$ cat src/logic/arcade_consts.svh
// ####################
// Download region map, PROM size
// and ROM slot address/data widths
// ####################
`ifndef ARCADE_CONSTS_SVH
`define ARCADE_CONSTS_SVH

// Byte addresses in the download stream
`define MAIN_BASE    25'h00_0000
`define CHAR_BASE    25'h08_0000
`define OBJ_BASE     25'h0D_0000
`define PROM_BASE    25'h19_0000
`define PROM_SIZE    25'h00_0200

// Slot offsets in 16-bit SDRAM words
`define MAIN_OFFSET  22'(`MAIN_BASE >> 1)
`define CHAR_OFFSET  22'(`CHAR_BASE >> 1)
`define OBJ_OFFSET   22'(`OBJ_BASE >> 1)

// Slot shapes
`define MAIN_AW      18
`define MAIN_DW      8
`define CHAR_AW      16
`define CHAR_DW      8
`define OBJ_AW       19     // Half-word address
`define OBJ_DW       16

`endif

$ cat src/logic/arcade_pkg.sv
// ####################
// Vector types for the ROM path
// and the arbiter state encoding
// ####################
`include "arcade_consts.svh"

package arcade_pkg;

    typedef logic [7:0]  byte_t;        // Download byte, 8-bit ROM data
    typedef logic [15:0] half_t;        // One SDRAM word
    typedef logic [31:0] sdram_word_t;  // Burst of two words, even one low
    typedef logic [21:0] sdram_addr_t;  // In 16-bit words
    typedef logic [24:0] ioctl_addr_t;
    // Set bit means that byte lane is left untouched
    typedef logic [1:0]  prog_mask_t;

    typedef logic [`MAIN_AW-1:0] main_addr_t;
    typedef logic [`CHAR_AW-1:0] char_addr_t;
    typedef logic [`OBJ_AW-1:0]  obj_addr_t;

    typedef enum logic [1:0] {
        ARB_IDLE      = 2'd0,
        ARB_WAIT_ACK  = 2'd1,
        ARB_WAIT_DATA = 2'd2
    } arb_state_t;

endpackage

$ cat src/logic/cen_gen.sv
// ####################
// Pixel clock enables from the
// 48 MHz system clock
// ####################
`timescale 1ns/1ps

module cen_gen (
    input  logic clk,
    input  logic rst_n,
    output logic pxl2_cen,
    output logic pxl_cen
);

    logic [2:0] cnt;

    // Free running divide by eight
    always_ff @(posedge clk) begin
        if (!rst_n) begin
            cnt      <= 3'd0;
            pxl2_cen <= 1'b0;
            pxl_cen  <= 1'b0;
        end else begin
            cnt      <= cnt + 3'd1;
            // Phase 2 puts the first pulse in the fourth cycle out of reset
            pxl2_cen <= cnt[1:0] == 2'd2;
            pxl_cen  <= cnt == 3'd6;      // Every other pxl2_cen
        end
    end

endmodule

$ cat src/logic/rom_download.sv
// ####################
// ROM download mapper
// Byte stream to SDRAM writes
// and priority PROM write pulses
// ####################
`timescale 1ns/1ps
`include "arcade_consts.svh"

module rom_download import arcade_pkg::*; (
    input  logic        clk,
    input  logic        rst_n,
    input  logic        downloading,
    input  logic        ioctl_wr,
    input  ioctl_addr_t ioctl_addr,
    input  byte_t       ioctl_data,
    input  logic        sdram_ack,
    output sdram_addr_t prog_addr,
    output byte_t       prog_data,
    output prog_mask_t  prog_mask,
    output logic        prog_we,
    output logic        prom_we
);

    ioctl_addr_t prom_offset;
    logic        wr_sdram;
    logic        wr_prom;

    // Below the PROM base the offset wraps to a huge value
    assign prom_offset = ioctl_addr - `PROM_BASE;

    // All game ROM regions sit below the PROM
    assign wr_sdram = downloading && ioctl_wr && (ioctl_addr < `PROM_BASE);
    assign wr_prom  = downloading && ioctl_wr && (prom_offset < `PROM_SIZE);

    always_ff @(posedge clk) begin
        if (!rst_n) begin
            prog_we <= 1'b0;
            prom_we <= 1'b0;
        end else begin
            prom_we <= wr_prom;      // Single cycle strobe
            if (wr_sdram) begin
                prog_we <= 1'b1;
            end else if (prog_we && sdram_ack) begin
                prog_we <= 1'b0;     // Write taken by the SDRAM
            end
        end
    end

    // Write payload, kept stable while prog_we is up
    always_ff @(posedge clk) begin
        if (wr_sdram) begin
            prog_addr <= ioctl_addr[22:1];
            prog_data <= ioctl_data;
            // Even byte goes to the low lane
            prog_mask <= ioctl_addr[0] ? 2'b01 : 2'b10;
        end else if (wr_prom) begin
            prog_addr <= sdram_addr_t'(prom_offset);  // Offset inside the PROM
            prog_data <= ioctl_data;
            prog_mask <= 2'b11;
        end
    end

endmodule

$ cat src/logic/rom_slot.sv
// ####################
// ROM read slot
// One cached SDRAM burst with tag,
// miss request and byte/half select
// ####################
`timescale 1ns/1ps

module rom_slot import arcade_pkg::*; #(
    parameter int          AW     = 18,
    parameter int          DW     = 8,    // 8 or 16
    parameter sdram_addr_t OFFSET = '0    // Region start in words
) (
    input  logic          clk,
    input  logic          rst_n,
    input  logic          downloading,
    input  logic          cs,
    input  logic [AW-1:0] addr,
    input  logic          fill,
    input  sdram_word_t   fill_data,
    output logic          ok,
    output logic [DW-1:0] data,
    output logic          req,
    output sdram_addr_t   req_addr
);

    // Address bits that select inside one 32-bit burst
    localparam int SEL = (DW == 8) ? 2 : 1;
    localparam int TW  = AW - SEL;

    sdram_word_t   cache;
    logic [TW-1:0] tag;
    logic [TW-1:0] pend_tag;   // Tag of the burst being fetched
    logic          valid;
    logic          hit;
    logic          miss;
    sdram_addr_t   word_addr;
    half_t         half_sel;

    assign hit  = valid && (tag == addr[AW-1:SEL]);
    assign ok   = cs && hit;
    assign miss = cs && !hit && !req;

    // Word index plus region offset
    assign word_addr = OFFSET + sdram_addr_t'(addr >> (SEL - 1));

    always_ff @(posedge clk) begin
        if (!rst_n || downloading) begin
            valid <= 1'b0;     // ROM contents are changing
            req   <= 1'b0;
        end else if (req && fill) begin
            valid <= 1'b1;
            req   <= 1'b0;
        end else if (miss) begin
            req   <= 1'b1;     // Held until the fill arrives
        end
    end

    always_ff @(posedge clk) begin
        if (miss) begin
            pend_tag <= addr[AW-1:SEL];
            req_addr <= {word_addr[21:1], 1'b0};  // Burst start
        end
        if (req && fill) begin
            cache <= fill_data;
            tag   <= pend_tag;
        end
    end

    assign half_sel = addr[SEL-1] ? cache[31:16] : cache[15:0];

    generate
        if (DW == 8) begin : g_byte
            assign data = addr[0] ? half_sel[15:8] : half_sel[7:0];
        end else begin : g_half
            assign data = half_sel;
        end
    endgenerate

endmodule

$ cat src/logic/rom_arbiter.sv
// ####################
// SDRAM read arbiter
// Fixed priority main, object, char
// ####################
`timescale 1ns/1ps

module rom_arbiter import arcade_pkg::*; (
    input  logic        clk,
    input  logic        rst_n,
    input  logic        downloading,
    input  logic [2:0]  req,             // {char, obj, main}
    input  sdram_addr_t req_addr_main,
    input  sdram_addr_t req_addr_obj,
    input  sdram_addr_t req_addr_char,
    input  logic        sdram_ack,
    input  logic        data_rdy,
    input  sdram_word_t data_read,
    output logic [2:0]  fill,
    output sdram_word_t fill_data,
    output logic        sdram_req,
    output sdram_addr_t sdram_addr
);

    arb_state_t state;
    logic [2:0] grant;
    logic [2:0] pending;
    logic       start;

    // A slot being filled still shows req for this one cycle
    assign pending   = req & ~fill;
    assign start     = (state == ARB_IDLE) && !downloading && (|pending);
    assign sdram_req = state == ARB_WAIT_ACK;

    always_ff @(posedge clk) begin
        if (!rst_n) begin
            state <= ARB_IDLE;
            fill  <= 3'b000;
        end else begin
            fill <= 3'b000;
            case (state)
                ARB_IDLE: begin
                    if (start) begin
                        state <= ARB_WAIT_ACK;
                    end
                end
                ARB_WAIT_ACK: begin
                    if (sdram_ack) begin
                        state <= ARB_WAIT_DATA;
                    end
                end
                ARB_WAIT_DATA: begin
                    if (data_rdy) begin
                        fill  <= grant;    // Pulse to the owner
                        state <= ARB_IDLE;
                    end
                end
                default: state <= ARB_IDLE;
            endcase
        end
    end

    // Grant and address stay put until data_rdy
    always_ff @(posedge clk) begin
        if (start) begin
            if (pending[0]) begin
                grant      <= 3'b001;
                sdram_addr <= req_addr_main;
            end else if (pending[1]) begin
                grant      <= 3'b010;
                sdram_addr <= req_addr_obj;
            end else begin
                grant      <= 3'b100;
                sdram_addr <= req_addr_char;
            end
        end
        if (state == ARB_WAIT_DATA && data_rdy) begin
            fill_data <= data_read;
        end
    end

endmodule

$ cat src/logic/arcade_rom_top.sv
// ####################
// ROM side of the game top level
// Clock enables, download mapper,
// three ROM slots and the arbiter
// ####################
`timescale 1ns/1ps
`include "arcade_consts.svh"

module arcade_rom_top import arcade_pkg::*; (
    input  logic        clk,
    input  logic        rst_n,
    // ROM download
    input  logic        downloading,
    input  logic        ioctl_wr,
    input  ioctl_addr_t ioctl_addr,
    input  byte_t       ioctl_data,
    output sdram_addr_t prog_addr,
    output byte_t       prog_data,
    output prog_mask_t  prog_mask,
    output logic        prog_we,
    output logic        prom_we,
    // SDRAM read port
    output logic        sdram_req,
    output sdram_addr_t sdram_addr,
    input  logic        sdram_ack,
    input  logic        data_rdy,
    input  sdram_word_t data_read,
    output logic        pxl2_cen,
    output logic        pxl_cen,
    // ROM slots
    input  logic        main_cs,
    input  main_addr_t  main_addr,
    output byte_t       main_data,
    output logic        main_ok,
    input  logic        char_cs,
    input  char_addr_t  char_addr,
    output byte_t       char_data,
    output logic        char_ok,
    input  logic        obj_cs,
    input  obj_addr_t   obj_addr,
    output half_t       obj_data,
    output logic        obj_ok
);

    logic [2:0]  slot_req;    // Bit 0 main, 1 obj, 2 char
    logic [2:0]  slot_fill;
    sdram_word_t fill_data;
    sdram_addr_t req_addr_main;
    sdram_addr_t req_addr_obj;
    sdram_addr_t req_addr_char;

    cen_gen cen_gen_inst (
        .clk      (clk),
        .rst_n    (rst_n),
        .pxl2_cen (pxl2_cen),
        .pxl_cen  (pxl_cen)
    );

    rom_download rom_download_inst (
        .clk         (clk),
        .rst_n       (rst_n),
        .downloading (downloading),
        .ioctl_wr    (ioctl_wr),
        .ioctl_addr  (ioctl_addr),
        .ioctl_data  (ioctl_data),
        .sdram_ack   (sdram_ack),
        .prog_addr   (prog_addr),
        .prog_data   (prog_data),
        .prog_mask   (prog_mask),
        .prog_we     (prog_we),
        .prom_we     (prom_we)
    );

    rom_slot #(.AW(`MAIN_AW), .DW(`MAIN_DW), .OFFSET(`MAIN_OFFSET)) main_slot_inst (
        .clk (clk), .rst_n (rst_n), .downloading (downloading),
        .cs (main_cs), .addr (main_addr), .fill (slot_fill[0]), .fill_data (fill_data),
        .ok (main_ok), .data (main_data), .req (slot_req[0]), .req_addr (req_addr_main)
    );

    rom_slot #(.AW(`OBJ_AW), .DW(`OBJ_DW), .OFFSET(`OBJ_OFFSET)) obj_slot_inst (
        .clk (clk), .rst_n (rst_n), .downloading (downloading),
        .cs (obj_cs), .addr (obj_addr), .fill (slot_fill[1]), .fill_data (fill_data),
        .ok (obj_ok), .data (obj_data), .req (slot_req[1]), .req_addr (req_addr_obj)
    );

    rom_slot #(.AW(`CHAR_AW), .DW(`CHAR_DW), .OFFSET(`CHAR_OFFSET)) char_slot_inst (
        .clk (clk), .rst_n (rst_n), .downloading (downloading),
        .cs (char_cs), .addr (char_addr), .fill (slot_fill[2]), .fill_data (fill_data),
        .ok (char_ok), .data (char_data), .req (slot_req[2]), .req_addr (req_addr_char)
    );

    rom_arbiter rom_arbiter_inst (
        .clk           (clk),
        .rst_n         (rst_n),
        .downloading   (downloading),
        .req           (slot_req),
        .req_addr_main (req_addr_main),
        .req_addr_obj  (req_addr_obj),
        .req_addr_char (req_addr_char),
        .sdram_ack     (sdram_ack),
        .data_rdy      (data_rdy),
        .data_read     (data_read),
        .fill          (slot_fill),
        .fill_data     (fill_data),
        .sdram_req     (sdram_req),
        .sdram_addr    (sdram_addr)
    );

endmodule

$ cat config.mk
export PLATFORM = sky130hd
export DESIGN_NAME = arcade_rom_top
export DESIGN_NICKNAME = d
export VERILOG_FILES = /design/src/logic/arcade_pkg.sv /design/src/logic/cen_gen.sv /design/src/logic/rom_download.sv /design/src/logic/rom_slot.sv /design/src/logic/rom_arbiter.sv /design/src/logic/arcade_rom_top.sv
export VERILOG_INCLUDE_DIRS = /design/src /design/src/logic
export SDC_FILE = /design/constraint.sdc
export NUM_CORES = 1
export LEC_CHECK = 0
export BUFFER_PORTS_ARGS = -buffer_cell sky130_fd_sc_hd__buf_2
export CAP_MARGIN = 20
export CELL_PAD_IN_SITES_DETAIL_PLACEMENT = 1
export CELL_PAD_IN_SITES_GLOBAL_PLACEMENT = 1
export CORE_MARGIN = 2
export CORE_UTILIZATION = 52
export CTS_BUF_LIST = sky130_fd_sc_hd__clkbuf_4 sky130_fd_sc_hd__clkbuf_8
export CTS_CLUSTER_DIAMETER = 120
export DETAILED_ROUTE_END_ITERATION = 8
export HOLD_SLACK_MARGIN = 0.08
export PLACE_DENSITY_LB_ADDON = 0.3
export SLEW_MARGIN = 20
export SYNTH_ARGS = -nofsm -noshare
export SYNTH_HDL_FRONTEND = slang
export SYNTH_SLANG_ARGS = --single-unit
$ cat constraint.sdc
create_clock -name clk -period 6.8 [get_ports clk]
set_input_delay 0.68 -clock clk [delete_from_list [all_inputs] [get_ports clk]]
set_output_delay 0.68 -clock clk [all_outputs]
set_load 0.03 [all_outputs]
==> impl_metrics.csv <==
group,metric,value,unit
status,status,"completed",
yosys,synth_edf_count,283,
run,cap_violations,0,
timing,finalHoldViolations,0,
global_routing,grt_max_degree,53,
timing,drv_slew,0,
critical_path,cp_slowest_stage_delay,0.45,ns
timing,worst_pin_slew,0.903,ns
yosys,async_flop_share,0,%
timing,final-setup-viol-count,0,
layout,num-nets-final,984,
critical_path,startpoint_type,"register",
power,p_total,3810,uW
layout,drive_gt1_share,38.1,%
layout,synthToLayoutAreaGrowth,21.1,%
global_routing,grt-ovfl-total,0,
cts,post_cts_buffers,0,
yosys,synthTopCellsByCount,"edfxtp_1, xnor2_1, mux2_1, dfxtp_1, nor2_1",
global_routing,grt_pass1_wl,40.9,mm
critical_path,endpoint_kind,"output port",
timing,rsz0062_at_grt,"false",
timing,period_share,43.5,%
cts,insertion_delay,0.56,ns
power,p_per_area,279,nW/um^2
critical_path,worstPathRequired,6.12,ns
cts,path_clk_slew,0.06,ns
drt,ant_nets,0,
floorplan,rows,53,
drt,routed-via-count,6315,
yosys,ys_types,55,
layout,fillers,1933,
floorplan,die_width,151,um
yosys,yosysMostFrequentCell,"edfxtp_1",
critical_path,crit_slowest_cell,"nor4_1",
yosys,synth_top_area_share,75.6,%
timing,slew_headroom,39.8,%
cts,cts_root_buffer,"clkbuf_8",
yosys,synth_largest_area_cell,"edfxtp_1",
cts,numCtsBuffers,48,
place,io_buffers,217,
critical_path,r2r_slack,4.81,ns
yosys,synth_seq_cells,301,
timing,fin_crit,2.96,ns
cts,clockBufferDepth,3,
critical_path,critical_path_class,"register to output port",
cts,cts.sinks,301,
yosys,seq_area_frac_synth,78.8,%
min_path,min_path_type,"input port to register",
yosys,ys_warn_count,0,
timing,finClkSkew,0.0205,ns
cts,cts-resized-gates,0,
global_routing,grt_pass1_vias,6981,
critical_path,path_cells,"xnor2_1, nand4_1, nor4_1, nor3b_1, buf_2",
cts,holdBufCountCts,0,
yosys,ys.flop_type,"edfxtp_1",
yosys,syn_avg_cell_area,18.8,um^2
power,leakage,0.00488,uW
cts,cts_tree,"done",
timing,max_freq,338,MHz
global_routing,grt_use_total,24.4,%
drt,post_drt_wl_per_cell,23.3,um
cts,h-tree-depth,2,
place,place.gp.congestion,0.870,
floorplan,core-area,21100,um^2
drt,wl,27.4,mm
floorplan,start_util,53.3,%
floorplan,die_h,151,um
drt,drc,0,
drt,viasPerCell,5.38,
yosys,synthCells,597,
drt,drt_iter0_markers,388,
global_routing,antenna_found_initial,5,
floorplan,io_pins,221,
yosys,synthTopCellsByArea,"edfxtp_1, xnor2_1, dfxtp_1",
place,post-dp-hpwl,19.4,mm
floorplan,die-area,22800,um^2
yosys,synthesis.area,11200,um^2
power,peakVddDrop,0.000150,V
drt,drt_pass1_iterations,5,
timing,tns,0,ns
critical_path,crit_fanout,2,
critical_path,worstPathArrival,2.28,ns
==> layer usage <==
layer | up-vias | share of wire [%] | track usage, %
li1 | 2841 | - | -
met1 | 3201 | 39 | 30.9
met2 | 221 | 52 | 41.9
met3 | 50 | 5.8 | 5.60
met4 | 2 | 2.7 | 8.22
met5 | - | 0.047 | 0
==> registers in the layout (all words and copies together) (netlist names), 8 cells and up <==
register and flops:
obj_slot_inst.tag 18, char_slot_inst.tag 14, obj_slot_inst.pend_tag 18, main_slot_inst.tag 16, main_slot_inst.pend_tag 16, main_slot_inst.cache 32
rom_download_inst.prog_data 8, rom_arbiter_inst.fill_data 32, char_slot_inst.cache 32, obj_slot_inst.cache 32, rom_arbiter_inst.sdram_addr 19, rom_download_inst.prog_addr 22
char_slot_inst.req_addr 14
==> logic make-up after synthesis <==
family,after synthesis,share of synthesized area (%)
DFF,301,78.8
AOI/OAI and AO/OA,42,2.47
other,1,0.0334
and+or+nand+nor,105,5.30
muxes,61,7.56
buffers and inverters,29,1.18
xor gates and xnor gates,54,4.21
adders and majority gates,4,0.445
==> layout make-up <==
class                           count  area, um^2  area share, %
Sequential cell                   301        8860           65.0
Clock buffer                       71         852           6.26
Multi-Input combinational cell    269        2290           16.8
Tap cell                          275         344           2.53
Clock inverter                     19        87.6          0.643
Antenna cell                        5        12.5         0.0919
Timing Repair Buffer              225        1150           8.42
Inverter                            8        30.0          0.221
==> worst paths after layout <==
| check | start | endpoint | cells past startpoint |
|---|---|---|---|
| setup / recovery | main_slot_inst.tag[13]$_DFFE_PP_ | main_ok | 5 |
| hold / removal | data_read[6] | rom_arbiter_inst.fill_data[6]$_DFFE_PP_ | 1 |
| setup reg to reg | main_slot_inst.tag[13]$_DFFE_PP_ | main_slot_inst.pend_tag[13]$_DFFE_PP_ | 5 |
| hold reg to reg | obj_slot_inst.pend_tag[14]$_DFFE_PP_ | obj_slot_inst.tag[14]$_DFFE_PP_ | 0 |
==> stage by stage <==
| stage | setup slack (ns) | std cells | util, % | hold WS [ns] | cell area [um^2] |
|---|---|---|---|---|---|
| final | 3.84 | 1173 | 64.6 | 0.296 | 13600 |
| after global routing | 3.66 | 1172 | 64.6 | 0.266 | 13600 |
| after CTS | 3.79 | 1168 | 64.5 | 0.272 | 13600 |
| after detailed placement | 3.83 | 1078 | 60.1 | 0.407 | 12700 |
| after floorplan | 2.90 | 599 | - | 0.400 | 11200 |
| after global placement | 4.03 | 1078 | 60.1 | 0.404 | 12700 |
==> layout by cell type, fill, tap and decap left out, types with 9 or more instances in the layout <==
| cell | instances |
|---|---|
| clkbuf_4 | 20 |
| clkinv_1 | 10 |
| buf_2 | 217 |
| clkbuf_8 | 51 |
| nand2_1 | 17 |
| a21oi_1 | 9 |
| mux2i_1 | 14 |
| mux4_2 | 16 |
| nand4_1 | 13 |
| nor2_1 | 18 |
| dfxtp_1 | 18 |
| mux2_1 | 25 |
| o21ai_1 | 15 |
| edfxtp_1 | 283 |
| xnor2_1 | 51 |
==> report_power, final <==
group          leakage (uW)  switching, uW  internal [uW]
sequential          0.00274           22.0           2060
clock              0.000502            695            804
combinational       0.00164            137           83.9
total               0.00488            855           2950
==> worst max-delay path, delay by kind of cell, from the launching register on <==
family,cells,cell delay (ns)
flops,1,0.40
buf+inv,1,0.24
simple gates,3,0.92
xor+xnor,1,0.16
(Power assumes the default switching activity.)
